## config.mk

```make
export PLATFORM = sky130hd
export DESIGN_NAME = sd_probe_top
export DESIGN_NICKNAME = d
export VERILOG_FILES = /design/src/hw/sd_spi_pkg.sv /design/src/hw/spi_clock_divider.sv /design/src/hw/spi_byte_shifter.sv /design/src/hw/sd_cmd0_sequencer.sv /design/src/hw/status_message_tx.sv /design/src/hw/sd_probe_top.sv
export SDC_FILE = /design/constraint.sdc
export NUM_CORES = 1
export LEC_CHECK = 0
export BUFFER_PORTS_ARGS = -buffer_cell sky130_fd_sc_hd__buf_2
export CAP_MARGIN = 5
export CORE_UTILIZATION = 24
export DETAILED_ROUTE_END_ITERATION = 8
export SLEW_MARGIN = 20
export SYNTH_ARGS = -nofsm -noshare
export SYNTH_HDL_FRONTEND = slang
export SYNTH_SLANG_ARGS = --single-unit
```

## constraint.sdc

```tcl
create_clock -name CLOCK_50 -period 2.65 [get_ports CLOCK_50]
set_clock_uncertainty 0.05 [all_clocks]
set_input_delay 0.795 -clock CLOCK_50 [delete_from_list [all_inputs] [get_ports CLOCK_50]]
set_output_delay 0.795 -clock CLOCK_50 [all_outputs]
set_load 0.005 [all_outputs]
```

## src/hw/sd_spi_pkg.sv

```systemverilog
package sd_spi_pkg;

    // ------------------------------------------------------------
    // SPI and UART timing
    // ------------------------------------------------------------
    // CLOCK_50 cycles per SPI_SCLK half period, about 400 kHz
    localparam logic [7:0] spi_half_period   = 8'd63;
    // 115200 baud from 50 MHz
    localparam logic [8:0] uart_clks_per_bit = 9'd434;

    // ------------------------------------------------------------
    // SD card bring-up
    // ------------------------------------------------------------
    // 10 bytes of 0xFF give the 80 dummy clocks
    localparam logic [3:0] dummy_bytes   = 4'd10;
    // CMD0 with its fixed CRC
    localparam logic [0:5][7:0] cmd0_bytes = {8'h40, 8'h00, 8'h00, 8'h00, 8'h00, 8'h95};
    localparam logic [7:0] idle_response = 8'h01;
    localparam logic [4:0] poll_limit    = 5'd16;

    // ------------------------------------------------------------
    // status messages
    // ------------------------------------------------------------
    typedef enum logic [1:0] {
        msg_sd,
        msg_cmd0,
        msg_ok,
        msg_to
    } msg_id_t;

    localparam int msg_chars = 5;

    // text ends at the first zero byte, or after msg_chars characters
    localparam logic [0:3][0:msg_chars-1][7:0] msg_text = {
        {"SD", 8'h0A, 16'h0000},
        {"CMD0", 8'h0A},
        {"OK", 8'h0A, 16'h0000},
        {"TO", 8'h0A, 16'h0000}
    };

endpackage

```

## src/hw/spi_clock_divider.sv

```systemverilog
`timescale 1ns/1ps

module spi_clock_divider (
    input  logic CLOCK_50,
    input  logic KEY0,
    output logic sclk,
    output logic sclk_rise,
    output logic sclk_fall
);
    import sd_spi_pkg::*;

    logic [7:0] div_cnt;
    logic       half_done;

    // last cycle of the current half period
    assign half_done = (div_cnt == spi_half_period - 8'd1);

    always_ff @(posedge CLOCK_50 or negedge KEY0) begin
        if (!KEY0) begin
            div_cnt   <= '0;
            sclk      <= 1'b0;
            sclk_rise <= 1'b0;
            sclk_fall <= 1'b0;
        end else begin
            // ticks are high in the cycle where sclk itself changes
            sclk_rise <= half_done && !sclk;
            sclk_fall <= half_done && sclk;
            if (half_done) begin
                div_cnt <= '0;
                sclk    <= ~sclk;
            end else begin
                div_cnt <= div_cnt + 8'd1;
            end
        end
    end

endmodule

```

## src/hw/spi_byte_shifter.sv

```systemverilog
`timescale 1ns/1ps

module spi_byte_shifter (
    input  logic       CLOCK_50,
    input  logic       KEY0,
    input  logic       sclk_rise,
    input  logic       sclk_fall,
    input  logic       start,
    input  logic [7:0] tx_byte,
    input  logic       miso,
    output logic       mosi,
    output logic       busy,
    output logic       done,
    output logic [7:0] rx_byte
);

    logic [7:0] tx_sr;
    logic [7:0] rx_sr;
    logic [2:0] bit_cnt;
    // set until the first falling edge has put bit 7 on mosi
    logic       lead_in;

    assign rx_byte = rx_sr;

    // ------------------------------------------------------------
    // payload shift registers
    // ------------------------------------------------------------
    always_ff @(posedge CLOCK_50 or negedge KEY0) begin
        if (!KEY0) begin
            tx_sr <= 8'hFF;
            rx_sr <= 8'h00;
        end else begin
            if (start && !busy) begin
                tx_sr <= tx_byte;
            end else if (busy && !lead_in && sclk_fall) begin
                tx_sr <= {tx_sr[6:0], 1'b1};
            end
            if (busy && !lead_in && sclk_rise) begin
                rx_sr <= {rx_sr[6:0], miso};
            end
        end
    end

    // ------------------------------------------------------------
    // transfer control, mode 0
    // ------------------------------------------------------------
    always_ff @(posedge CLOCK_50 or negedge KEY0) begin
        if (!KEY0) begin
            busy    <= 1'b0;
            done    <= 1'b0;
            lead_in <= 1'b0;
            bit_cnt <= 3'd0;
            mosi    <= 1'b1;
        end else begin
            done <= 1'b0;
            if (!busy) begin
                if (start) begin
                    busy    <= 1'b1;
                    lead_in <= 1'b1;
                    bit_cnt <= 3'd0;
                end
            end else if (lead_in) begin
                if (sclk_fall) begin
                    lead_in <= 1'b0;
                    mosi    <= tx_sr[7];
                end
            end else if (sclk_rise) begin
                // the card samples here, so do we
                if (bit_cnt == 3'd7) begin
                    busy <= 1'b0;
                    done <= 1'b1;
                    mosi <= 1'b1;
                end else begin
                    bit_cnt <= bit_cnt + 3'd1;
                end
            end else if (sclk_fall) begin
                mosi <= tx_sr[6];
            end
        end
    end

endmodule

```

## src/hw/sd_cmd0_sequencer.sv

```systemverilog
`timescale 1ns/1ps

module sd_cmd0_sequencer (
    input  logic                CLOCK_50,
    input  logic                KEY0,
    input  logic                busy,
    input  logic                done,
    input  logic [7:0]          rx_byte,
    output logic                start,
    output logic [7:0]          tx_byte,
    output logic                ss_n,
    output logic                led,
    output logic                event_valid,
    output sd_spi_pkg::msg_id_t event_id
);
    import sd_spi_pkg::*;

    typedef enum logic [1:0] {
        st_dummy,
        st_command,
        st_poll,
        st_finished
    } state_t;

    state_t     state;
    logic [4:0] byte_cnt;
    // a new byte is due as soon as the shifter is free
    logic       need_start;

    // 0xFF while clocking dummies and while polling
    assign tx_byte = (state == st_command) ? cmd0_bytes[byte_cnt[2:0]] : 8'hFF;

    always_ff @(posedge CLOCK_50 or negedge KEY0) begin
        if (!KEY0) begin
            state       <= st_dummy;
            byte_cnt    <= 5'd0;
            need_start  <= 1'b1;
            start       <= 1'b0;
            ss_n        <= 1'b1;
            led         <= 1'b0;
            event_valid <= 1'b0;
            event_id    <= msg_sd;
        end else begin
            start       <= 1'b0;
            event_valid <= 1'b0;

            if (need_start && !busy) begin
                start      <= 1'b1;
                need_start <= 1'b0;
                // first dummy byte announces the bring-up
                if (state == st_dummy && byte_cnt == 5'd0) begin
                    event_valid <= 1'b1;
                    event_id    <= msg_sd;
                end
            end

            if (done) begin
                case (state)
                    st_dummy: begin
                        need_start <= 1'b1;
                        if (byte_cnt == 5'(dummy_bytes) - 5'd1) begin
                            state    <= st_command;
                            byte_cnt <= 5'd0;
                            ss_n     <= 1'b0;
                        end else begin
                            byte_cnt <= byte_cnt + 5'd1;
                        end
                    end
                    st_command: begin
                        need_start <= 1'b1;
                        if (byte_cnt == 5'd5) begin
                            state       <= st_poll;
                            byte_cnt    <= 5'd0;
                            event_valid <= 1'b1;
                            event_id    <= msg_cmd0;
                        end else begin
                            byte_cnt <= byte_cnt + 5'd1;
                        end
                    end
                    st_poll: begin
                        if (rx_byte == idle_response) begin
                            state       <= st_finished;
                            ss_n        <= 1'b1;
                            led         <= 1'b1;
                            event_valid <= 1'b1;
                            event_id    <= msg_ok;
                        end else if (byte_cnt == poll_limit - 5'd1) begin
                            // card never answered
                            state       <= st_finished;
                            ss_n        <= 1'b1;
                            event_valid <= 1'b1;
                            event_id    <= msg_to;
                        end else begin
                            byte_cnt   <= byte_cnt + 5'd1;
                            need_start <= 1'b1;
                        end
                    end
                    default: begin
                        state <= st_finished;
                    end
                endcase
            end
        end
    end

endmodule

```

## src/hw/status_message_tx.sv

```systemverilog
`timescale 1ns/1ps

module status_message_tx (
    input  logic                CLOCK_50,
    input  logic                KEY0,
    input  logic                event_valid,
    input  sd_spi_pkg::msg_id_t event_id,
    output logic                txd
);
    import sd_spi_pkg::*;

    logic [3:0] pending;
    logic       active;
    msg_id_t    cur_id;
    msg_id_t    next_id;
    logic [2:0] char_idx;
    logic [3:0] bit_idx;
    logic [8:0] baud_cnt;
    // stop bit, data LSB first, start bit; shifted out from bit 0
    logic [9:0] frame;

    assign txd = frame[0];

    // lowest pending message goes first
    always_comb begin
        next_id = msg_sd;
        for (int i = 3; i >= 0; i--) begin
            if (pending[i]) begin
                next_id = msg_id_t'(i);
            end
        end
    end

    always_ff @(posedge CLOCK_50 or negedge KEY0) begin
        if (!KEY0) begin
            pending  <= 4'b0000;
            active   <= 1'b0;
            cur_id   <= msg_sd;
            char_idx <= 3'd0;
            bit_idx  <= 4'd0;
            baud_cnt <= 9'd0;
            frame    <= '1;
        end else begin
            if (!active) begin
                if (pending != 4'b0000) begin
                    active           <= 1'b1;
                    cur_id           <= next_id;
                    char_idx         <= 3'd0;
                    bit_idx          <= 4'd0;
                    baud_cnt         <= 9'd0;
                    frame            <= {1'b1, msg_text[next_id][0], 1'b0};
                    pending[next_id] <= 1'b0;
                end
            end else if (baud_cnt == uart_clks_per_bit - 9'd1) begin
                baud_cnt <= 9'd0;
                if (bit_idx == 4'd9) begin
                    // stop bit done, move to the next character
                    bit_idx <= 4'd0;
                    if (char_idx == 3'(msg_chars - 1)) begin
                        active <= 1'b0;
                    end else if (msg_text[cur_id][char_idx + 3'd1] == 8'h00) begin
                        active <= 1'b0;
                    end else begin
                        char_idx <= char_idx + 3'd1;
                        frame    <= {1'b1, msg_text[cur_id][char_idx + 3'd1], 1'b0};
                    end
                end else begin
                    bit_idx <= bit_idx + 4'd1;
                    frame   <= {1'b1, frame[9:1]};
                end
            end else begin
                baud_cnt <= baud_cnt + 9'd1;
            end

            // new events are never dropped
            if (event_valid) begin
                pending[event_id] <= 1'b1;
            end
        end
    end

endmodule

```

## src/hw/sd_probe_top.sv

```systemverilog
`timescale 1ns/1ps

module sd_probe_top (
    input  logic CLOCK_50,
    input  logic KEY0,
    input  logic SPI_MISO,
    output logic SPI_SCLK,
    output logic SPI_MOSI,
    output logic SPI_SS_n,
    output logic LEDR0,
    output logic UART_TXD
);
    import sd_spi_pkg::*;

    logic       sclk_rise;
    logic       sclk_fall;
    logic       start;
    logic       busy;
    logic       done;
    logic [7:0] tx_byte;
    logic [7:0] rx_byte;
    logic       event_valid;
    msg_id_t    event_id;

    // ------------------------------------------------------------
    // SPI side
    // ------------------------------------------------------------
    spi_clock_divider u_clk_div (
        .CLOCK_50  (CLOCK_50),
        .KEY0      (KEY0),
        .sclk      (SPI_SCLK),
        .sclk_rise (sclk_rise),
        .sclk_fall (sclk_fall)
    );

    spi_byte_shifter u_shifter (
        .CLOCK_50  (CLOCK_50),
        .KEY0      (KEY0),
        .sclk_rise (sclk_rise),
        .sclk_fall (sclk_fall),
        .start     (start),
        .tx_byte   (tx_byte),
        .miso      (SPI_MISO),
        .mosi      (SPI_MOSI),
        .busy      (busy),
        .done      (done),
        .rx_byte   (rx_byte)
    );

    sd_cmd0_sequencer u_seq (
        .CLOCK_50    (CLOCK_50),
        .KEY0        (KEY0),
        .busy        (busy),
        .done        (done),
        .rx_byte     (rx_byte),
        .start       (start),
        .tx_byte     (tx_byte),
        .ss_n        (SPI_SS_n),
        .led         (LEDR0),
        .event_valid (event_valid),
        .event_id    (event_id)
    );

    // ------------------------------------------------------------
    // status trace
    // ------------------------------------------------------------
    status_message_tx u_msg_tx (
        .CLOCK_50    (CLOCK_50),
        .KEY0        (KEY0),
        .event_valid (event_valid),
        .event_id    (event_id),
        .txd         (UART_TXD)
    );

endmodule

```

# ---- Word-level counts from Yosys, hierarchy flattened
# Memories as Yosys holds them, arrays and structs flattened.
# Cells that the tools add are included.
dict set report totals {
  ff_bits 81
  mem_bits_ro 64
  output_inout_bits 5
  n_memories 1
}
# name words word_bits rd rd_clocked_by_memory_dff write_ports line_no
set memory_table {}
lappend memory_table {{(name not given)} 8 8 1 0 0 sd_cmd0_sequencer.sv:31} ;# assign tx_byte = (state == st_command) ? cmd0_bytes[byte_cnt[2:0]] : 8'hFF;
dict set report op_classes {
  add_sub_neg 6
  n_lt_le_gt_ge 8
  eq_ne 27
  mux 108
  bitwise_logic 9
  n_reduce_logical 34
}
# operator count
set ops {}
lappend ops {{$bmux W40 S2} 2}
lappend ops {{$mux W40} 4}
lappend ops {{$mux W8} 8}
lappend ops {{$mux W10} 6}
lappend ops {{$mux W1} 40}
lappend ops {{$mux W3} 11}
lappend ops {{$mux W2} 14}
lappend ops {{$mux W4} 7}
lappend ops {{$mux W9} 3}
lappend ops {{$bmux W8 S3} 1}
lappend ops {{$ne A2 B2 Y1 const B} 12}
lappend ops {{$reduce_and A4 Y1} 6}
lappend ops {{$mux W5} 4}
lappend ops {{$pmux W5 S3} 1}
lappend ops {{$eq A5 B4 Y1 const B} 2}
lappend ops {{$logic_and A1 B1 Y1} 10}
lappend ops {{$reduce_bool A2 Y1} 5}
lappend ops {{$add A9 B1 Y9 const B} 1}
lappend ops {{$eq A9 B9 Y1 const B} 1}
lappend ops {{$add A8 B1 Y8 const B} 1}
lappend ops {{$eq A8 B1 Y1 const B} 1}
lappend ops {{$eq A8 B6 Y1 const B} 1}
lappend ops {{$ge A4 B4 Y1 const B} 2}
lappend ops {{$logic_not A8 Y1} 1}
lappend ops {{other kinds (32)} 48}

# ---- Logic depth before layout (Yosys ltp)
# Gate-level depths: netlist of run 1.
dict set report logic_depth {
  word_depth 14
  depth_mapped 9
  ltp_nobuf 8
}

# ---- Hierarchy
# Synthesis of run 1 repeated with hierarchy kept, for this count alone.
dict set report hier_totals {
  cells_unflattened 423
  hier_area_um2 4530.6
}
# mod n_inst cells_each area_each_um2
set by_module_without_submodules {}
lappend by_module_without_submodules {status_message_tx 1 212 1969.4}
lappend by_module_without_submodules {spi_byte_shifter 1 74 1067.3}
lappend by_module_without_submodules {sd_cmd0_sequencer 1 97 1001.0}
lappend by_module_without_submodules {spi_clock_divider 1 40 493.0}

# ---- Worst setup path after synthesis of run 1
# No wires, ideal clock.
dict set report synth_path {
  kind {reg2reg}
  startpoint {register u_msg_tx.char_idx[0]}
  endpoint {register u_msg_tx.frame[1]}
  setup_time_ps 82
  arrival_time_ps 2082
  t_required_ps 2518
  setup_slack_ps 436
  stages_incl_launch_ff 10
  n_path_buf 2
  path_cell_list {dfrtp_1 > buf_2 > inv_1 > ha_1 > clkbuf_1 > nor2b_1 > o211ai_4 > nand4_4 > nand2_4 > mux2_4}
}
dict set report synth_via {
  elab_chain_cells 10
  word_cells_on_any_way 15
  classes_between {1 x add/sub; 3 x eq/ne; 8 x mux; 1 x bitwise; 2 x reduce/logical}
}
# element line_no
set synth_lines {}
lappend synth_lines {{start, declared} status_message_tx.sv:16} ;# logic [2:0] char_idx;
lappend synth_lines {{start signal, assigned} status_message_tx.sv:64} ;# char_idx <= char_idx + 3'd1;
lappend synth_lines {{$add A3 B1 Y3} {status_message_tx.sv:61, status_message_tx.sv:65}}
lappend synth_lines {{$not A3 Y4 (implied by the code)} {status_message_tx.sv:61, status_message_tx.sv:65}}
lappend synth_lines {{$bmux W8 S3} {status_message_tx.sv:61, status_message_tx.sv:65}}
lappend synth_lines {{$mux W8 (implied by the code) (2 in series)} {status_message_tx.sv:61, status_message_tx.sv:65}}
lappend synth_lines {{$mux W10} status_message_tx.sv:61} ;# end else if (msg_text[cur_id][char_idx + 3'd1] == 8'h00) begin
lappend synth_lines {{$mux W10} status_message_tx.sv:59} ;# if (char_idx == 3'(msg_chars - 1)) begin
lappend synth_lines {{$mux W10} status_message_tx.sv:56} ;# if (bit_idx == 4'd9) begin
lappend synth_lines {{$mux W10} status_message_tx.sv:54} ;# end else if (baud_cnt == uart_clks_per_bit - 9'd1) begin
lappend synth_lines {{$mux W10} status_message_tx.sv:44} ;# if (!active) begin
lappend synth_lines {{end signal, assigned} status_message_tx.sv:51} ;# frame <= {1'b1, msg_text[next_id][0], 1'b0};
lappend synth_lines {{end signal, assigned} status_message_tx.sv:65} ;# frame <= {1'b1, msg_text[cur_id][char_idx + 3'd1], 1'b0};
lappend synth_lines {{end signal, assigned} status_message_tx.sv:69} ;# frame <= {1'b1, frame[9:1]};
lappend synth_lines {{end, declared} status_message_tx.sv:20} ;# logic [9:0] frame;
# Parallel ways exist; a longest one is shown, timed or not. The select of a mux whose other input is x is not followed.
# A chain may end at the register's enable or synchronous reset.

# ---- Worst setup path after layout of run 1
# Ends and elaborated chain as after synthesis.

==> PnR_summary.wiki, run 1 <==
{| class="wikitable"
! Metric !! Value
|-
| Register-to-Register Setup Slack || 0.27 ns
|-
| Count of endpoints failing hold in the final timing report || 0
|-
| Data required time at the worst endpoint || 2.87 ns
|-
| Number of top-level design ports || 8
|-
| Final ANT Viol Nets || 0
|-
| Global Route met2 Usage || 16.4%
|-
| Cell Chain, Critical Path || inv_1, ha_1, nor2b_1, o211ai_4, nand4_4, nand2_4, mux2_4
|-
| Antenna diode instance count || 0
|-
| Avg Synthesized Cell Area || 10.3 um^2
|-
| Maximum number of buffers from clock root to sink || 2
|-
| Antenna violations before repair || 0
|-
| CTS H-Tree Depth || 3
|-
| Area leader, netlist || sky130_fd_sc_hd__dfrtp_1
|-
| Register bit count reported by yosys || 80
|-
| GR Util All Layers || 10.0%
|-
| Clock input transition at the sequential cells of the worst setup and hold paths || 0.06 ns
|-
| Critical path endpoint category || register
|-
| Hold Path Class || primary input to asynchronous set/reset pin
|-
| Post-synth EDFFs || 0
|-
| GRT met1 Usage || 12.4%
|-
| Outcome || finished, final reports clean
|-
| Number of buffers inserted during clock tree synthesis || 9
|-
| Fin nets || 469
|-
| Share of final-layout standard cells stronger than drive strength 1 || 18.0%
|-
| First-pass GRT wire length || 14900 um
|-
| RSZ-0062 raised after global routing || false
|-
| Setup repair bufs after CTS || 0
|-
| List of most frequent post-synthesis cells || sky130_fd_sc_hd__dfrtp_1, sky130_fd_sc_hd__nand2_1, sky130_fd_sc_hd__o21ai_0, sky130_fd_sc_hd__nor2_1, sky130_fd_sc_hd__inv_1
|-
| Gr busiest metal || met2
|-
| Top-count cell post-synth || sky130_fd_sc_hd__dfrtp_1
|-
| Share of the synthesized area in the top cell type || 34.1%
|-
| Primary flip-flop cell chosen by synthesis mapping || sky130_fd_sc_hd__dfrtp_1
|-
| Largest net degree at the start of global routing || 47
|-
| Summed instance area of the synthesized netlist || 0.00440 mm^2
|-
| Crit share post-route || 89.9%
|-
| Die area || 0.0189 mm^2
|-
| Relative slew slack || 43.6%
|-
| Hold slack || 0.363 ns
|-
| Seq/Total Area, Yosys || 46.0%
|-
| Met3 layer usage reported by global route || 2.87%
|-
| Final Util || 27.8%
|-
| Die height || 137 um
|-
| Worst Tran Pin Value || 0.845 ns
|-
| Routed vias || 3086
|-
| Worst setup path category || register to register
|-
| Final setup violating endpoints || 0
|-
| Worst-Skew Late Latency || 0.34 ns
|-
| Core outline area || 0.0180 mm^2
|-
| Share of synthesized flip-flops with an asynchronous set or reset || 100%
|-
| Number of distinct library cells after synthesis || 65
|-
| Crit path time final || 2.38 ns
|-
| Dominant cells by area after synthesis || sky130_fd_sc_hd__dfrtp_1, sky130_fd_sc_hd__dfstp_2, sky130_fd_sc_hd__ha_1, sky130_fd_sc_hd__o21ai_0, sky130_fd_sc_hd__nand2_1
|-
| # resized after CTS || 0
|-
| Width of the die || 137 um
|-
| Worst endpoint data arrival time || 2.60 ns
|-
| First DRT Iteration DRCs || 157
|-
| Clock root buffer master || sky130_fd_sc_hd__clkbuf_16
|-
| Slowest cell on the critical path || sky130_fd_sc_hd__dfrtp_1
|-
| Area added between synthesis and finish || 13.5%
|-
| Largest vdd supply drop || 382 uV
|-
| Number of max-slew violations in the final report || 0
|-
| Vias in the first global route || 3135
|-
| Global route overflow || 0
|-
| LEAKAGE || 2.16 nW
|-
| Hpwl dp || 6040 um
|-
| Number of max-cap violations || 0
|-
| Worst Path Max Fanout || 11
|-
| Launching element type of the critical path || register
|-
| Num rows || 49
|-
| Worst r2r path cells || 7
|-
| Detailed Routing Iterations Pass 1 || 4
|-
| Starting Density || 24.5%
|-
| Avg WL per Cell || 12.7 um
|-
| CTS tree || yes
|-
| Cts-stage hold buffer count || 0
|-
| Cells after Synth || 428
|-
| Drt drc || 0
|-
| Final sum of negative setup slack || 0 ns
|-
| Routed Wire Length || 8550 um
|-
| Power per cell area || 490 mW/mm^2
|-
| Yosys warning total || 0
|-
| Vias per Instance || 4.59
|-
| TritonCTS sink count || 80
|-
| Startpoint of the worst-slack reg-to-reg timing path || u_msg_tx.char_idx[0]
|-
| Post-Synthesis Net Count || 458
|-
| Number of port buffers || 7
|-
| Final weighted congestion of routability-driven global placement || 0.811
|-
| Critical path's largest stage delay || 0.53 ns
|-
| Fmax || 420 MHz
|-
| R2r endpoint || u_msg_tx.frame[1]
|}
state kept, by name, indices dropped and copies added, names as in the netlist, 2 cells and up:
signal / flops
u_msg_tx.frame: 9
u_shifter.bit_cnt: 3
u_msg_tx.baud_cnt: 9
u_seq.state: 2
u_shifter.rx_byte: 8
u_msg_tx.bit_idx: 4
u_seq.event_id: 2
u_clk_div.div_cnt: 8
u_msg_tx.char_idx: 3
u_shifter.tx_sr: 8
u_seq.byte_cnt: 5
u_msg_tx.cur_id: 2
u_msg_tx.pending: 4
per-layer routing:
metal | wire length, um | vias to the layer above
met5 | 0 | -
met4 | 144 | 0
met3 | 288 | 12
met2 | 4040 | 46
met1 | 4070 | 1496
li1 | - | 1532
power breakdown:
group	switching [mW]	leakage (nW)	internal [mW]
logic	0.0260	0.999	0.00674
clock network	0.531	0.135	0.662
registers	0.000621	1.03	1.22
total	0.558	2.16	1.89
worst max-delay path: cells and delay by family, from the launching register on:
family                     cells  cell delay, ns
DFF                            1            0.53
and+or+nand+nor                3            0.49
adders and majority gates      1            0.49
muxes                          1            0.31
AOI/OAI and AO/OA              1            0.25
buffers and inverters          1            0.19
through the flow:
step           total power, mW  cells  cell area [um^2]  setup WS (ns)
2_1_floorplan             1.25    428              4400          0.436
4_1_cts                   2.48    673              4990          0.290
6_report                  2.45    673              4990          0.267
3_5_place_dp              1.28    657              4710          0.309
3_3_place_gp              1.28    657              4710          0.399
5_1_grt                   2.53    673              4990          0.105
layout make-up:
class                      count  area (um^2)
fill                        1850        13000
timing repair buffer          10         72.6
tap                          229          287
inverter                      29          109
clock inverter                 6         42.5
sequential                    80         2030
clock buffer                  10          239
multi-input combinational    309         2220
cell families (layout without fill, tap and decap cells):
kind of cell | after synthesis | after routing | share of synthesized area, %
flops | 80 | 80 | 46.0
fa+ha+maj | 27 | 27 | 7.67
xor+xnor | 12 | 12 | 2.56
mux | 22 | 22 | 5.86
buf+inv | 39 | 55 | 3.55
compound gates | 106 | 106 | 15.3
simple gates | 142 | 142 | 19.0
cells in the final DEF, fill, tap and decap left out, drive strengths merged, types with 4 or more instances in the layout:
master	n
a21oi	20
nor2b	7
and3	6
o211ai	5
mux2	15
a31oi	7
nand2	44
xnor2	4
nand3	10
o22ai	5
nand2b	8
nor2	34
inv	30
clkbuf	10
o21ai	44
ha	27
dfstp	20
nand3b	6
nor3	5
dfrtp	60
mux2i	7
o2bb2ai	4
xor2	8
nor4	5
buf	10
worst max-delay path by stage:
stage               slack, ns                  from                 to  cells past startpoint
floorplan                0.44  u_msg_tx.char_idx[0]  u_msg_tx.frame[1]                      9
global placement         0.40  u_msg_tx.char_idx[0]  u_msg_tx.frame[4]                      7
detailed placement       0.31  u_msg_tx.char_idx[0]  u_msg_tx.frame[4]                      7
CTS                      0.29  u_msg_tx.char_idx[0]  u_msg_tx.frame[4]                      7
global route             0.10  u_msg_tx.char_idx[0]  u_msg_tx.frame[4]                      7
finish                   0.27  u_msg_tx.char_idx[0]  u_msg_tx.frame[1]                      7
Note: power is estimated with default switching activity, not from simulation.
==> inputs of run 2 (changes only) <==
CORE_MARGIN = 5   (was unset)
==> PnR_summary.wiki, run 2 (synthesis gave the netlist of run 1 again) <==
{| class="wikitable"
! Metric !! Value
|-
| Outcome || finished, final reports clean
|-
| Fmax || 410 MHz
|-
| Crit path time final || 2.44 ns
|-
| Clock input transition at the sequential cells of the worst setup and hold paths || 0.06 ns
|-
| Detailed Routing Iterations Pass 1 || 5
|-
| Critical path endpoint category || register
|-
| Width of the die || 145 um
|-
| Number of top-level design ports || 8
|-
| Final setup violating endpoints || 0
|-
| Largest vdd supply drop || 372 uV
|-
| Maximum number of buffers from clock root to sink || 2
|-
| Share of final-layout standard cells stronger than drive strength 1 || 17.8%
|-
| Num rows || 49
|-
| Data required time at the worst endpoint || 2.85 ns
|-
| Antenna violations before repair || 0
|-
| # resized after CTS || 0
|-
| Fin nets || 469
|-
| Total power consumption of the routed design || 2.52 mW
|-
| Final weighted congestion of routability-driven global placement || 0.756
|-
| Drt drc || 0
|-
| Die area || 0.0211 mm^2
|-
| Largest net degree at the start of global routing || 53
|-
| Vias per Instance || 4.67
|-
| Global route overflow || 0
|-
| Die height || 145 um
|-
| Launching element type of the critical path || register
|-
| Final ANT Viol Nets || 0
|-
| Count of endpoints failing hold in the final timing report || 0
|-
| GR Util All Layers || 8.46%
|-
| Routed Wire Length || 8740 um
|-
| Number of port buffers || 7
|-
| Power per cell area || 502 mW/mm^2
|-
| Commonest non-fill, non-tap cell in the layout || sky130_fd_sc_hd__dfrtp_1
|-
| Starting Density || 24.4%
|-
| Final sum of negative setup slack || 0 ns
|-
| Core outline area || 0.0180 mm^2
|-
| Worst Tran Pin Value || 0.865 ns
|-
| First-pass GRT wire length || 15300 um
|-
| Cts-stage hold buffer count || 0
|-
| Worst endpoint data arrival time || 2.64 ns
|-
| Setup repair bufs after CTS || 0
|-
| Number of max-cap violations || 0
|-
| Relative slew slack || 42.3%
|-
| Avg WL per Cell || 13.0 um
|-
| Vias in the first global route || 3268
|-
| CTS H-Tree Depth || 3
|-
| First DRT Iteration DRCs || 169
|-
| Antenna diode instance count || 0
|-
| Crit share post-route || 92.0%
|-
| Most frequent cells in the layout || sky130_fd_sc_hd__dfrtp_1, sky130_fd_sc_hd__nand2_1, sky130_fd_sc_hd__o21ai_0
|-
| TritonCTS sink count || 80
|-
| Placement-stage worst setup slack || 0.275 ns
|-
| Hold Path Class || primary input to asynchronous set/reset pin
|-
| LEAKAGE || 2.17 nW
|-
| Worst-Skew Late Latency || 0.33 ns
|-
| Worst path setup slack after routing || 0.211 ns
|-
| Number of max-slew violations in the final report || 0
|-
| Hpwl dp || 6180 um
|-
| Number of buffers inserted during clock tree synthesis || 9
|-
| Registers with the most flip-flops || u_msg_tx.baud_cnt: 9 flops, u_msg_tx.frame: 9 flops
|-
| Routed vias || 3140
|-
| Area added between synthesis and finish || 14.0%
|-
| Clock root buffer master || sky130_fd_sc_hd__clkbuf_16
|-
| RSZ-0062 raised after global routing || false
|-
| Worst Path Max Fanout || 11
|-
| Worst setup path category || register to register
|-
| CTS tree || yes
|-
| Hold slack || 0.354 ns
|}
[run 2: cell type report]
type / instances / area [um^2]
Multi-Input combinational cell: 309 / 2220
Sequential cell: 80 / 2030
Inverter: 29 / 109
Fill cell: 1891 / 13000
Clock buffer: 11 / 243
Tap cell: 229 / 287
Clock inverter: 5 / 62.6
Timing Repair Buffer: 10 / 72.6
[run 2: final timing paths]
check                                startpoint              endpoint  slack, ns  cells after the start
max                        u_msg_tx.char_idx[0]     u_msg_tx.frame[3]       0.21                      7
min                                        KEY0   u_msg_tx.bit_idx[3]       0.35                      1
max reg2reg                u_msg_tx.char_idx[0]     u_msg_tx.frame[3]       0.21                      7
min reg2reg                u_clk_div.div_cnt[0]  u_clk_div.div_cnt[0]       0.42                      1
max in group asynchronous                  KEY0      u_seq.need_start       1.53                      2
min in group CLOCK_50      u_clk_div.div_cnt[0]  u_clk_div.div_cnt[0]       0.42                      1
[run 2: metal layers]
layer | vias to the layer above | wire length, um | GRT usage (%)
li1 | 1527 | - | -
met1 | 1556 | 4090 | 10.9
met2 | 44 | 4250 | 14.0
met3 | 13 | 274 | 2.15
met4 | 0 | 119 | 2.47
met5 | - | 0 | 0
[run 2: stage by stage]
stage / util, % / instances / instance area, um^2
6_report: 27.8 / 673 / 5020
5_1_grt: 27.8 / 673 / 5020
4_1_cts: 27.8 / 673 / 5020
3_5_place_dp: 26.1 / 657 / 4710
3_3_place_gp: 26.1 / 657 / 4710
2_1_floorplan: - / 428 / 4400
[run 2: report_power, final]
| part | internal, mW | leakage [nW] | switching [mW] | total [mW] |
|---|---|---|---|---|
| clock network | 0.762 | 0.143 | 0.499 | 1.26 |
| logic | 0.00674 | 0.999 | 0.0263 | 0.0330 |
| registers | 1.22 | 1.03 | 0.000688 | 1.22 |
[run 2: worst max-delay path: stages (launching register included)]
cell and delay (ns):
sky130_fd_sc_hd__dfrtp_1 0.55, sky130_fd_sc_hd__inv_1 0.20, sky130_fd_sc_hd__ha_1 0.51, sky130_fd_sc_hd__nor2b_1 0.15, sky130_fd_sc_hd__o211ai_4 0.24, sky130_fd_sc_hd__nand4_4 0.17, sky130_fd_sc_hd__nand2_4 0.18, sky130_fd_sc_hd__mux2_4 0.31
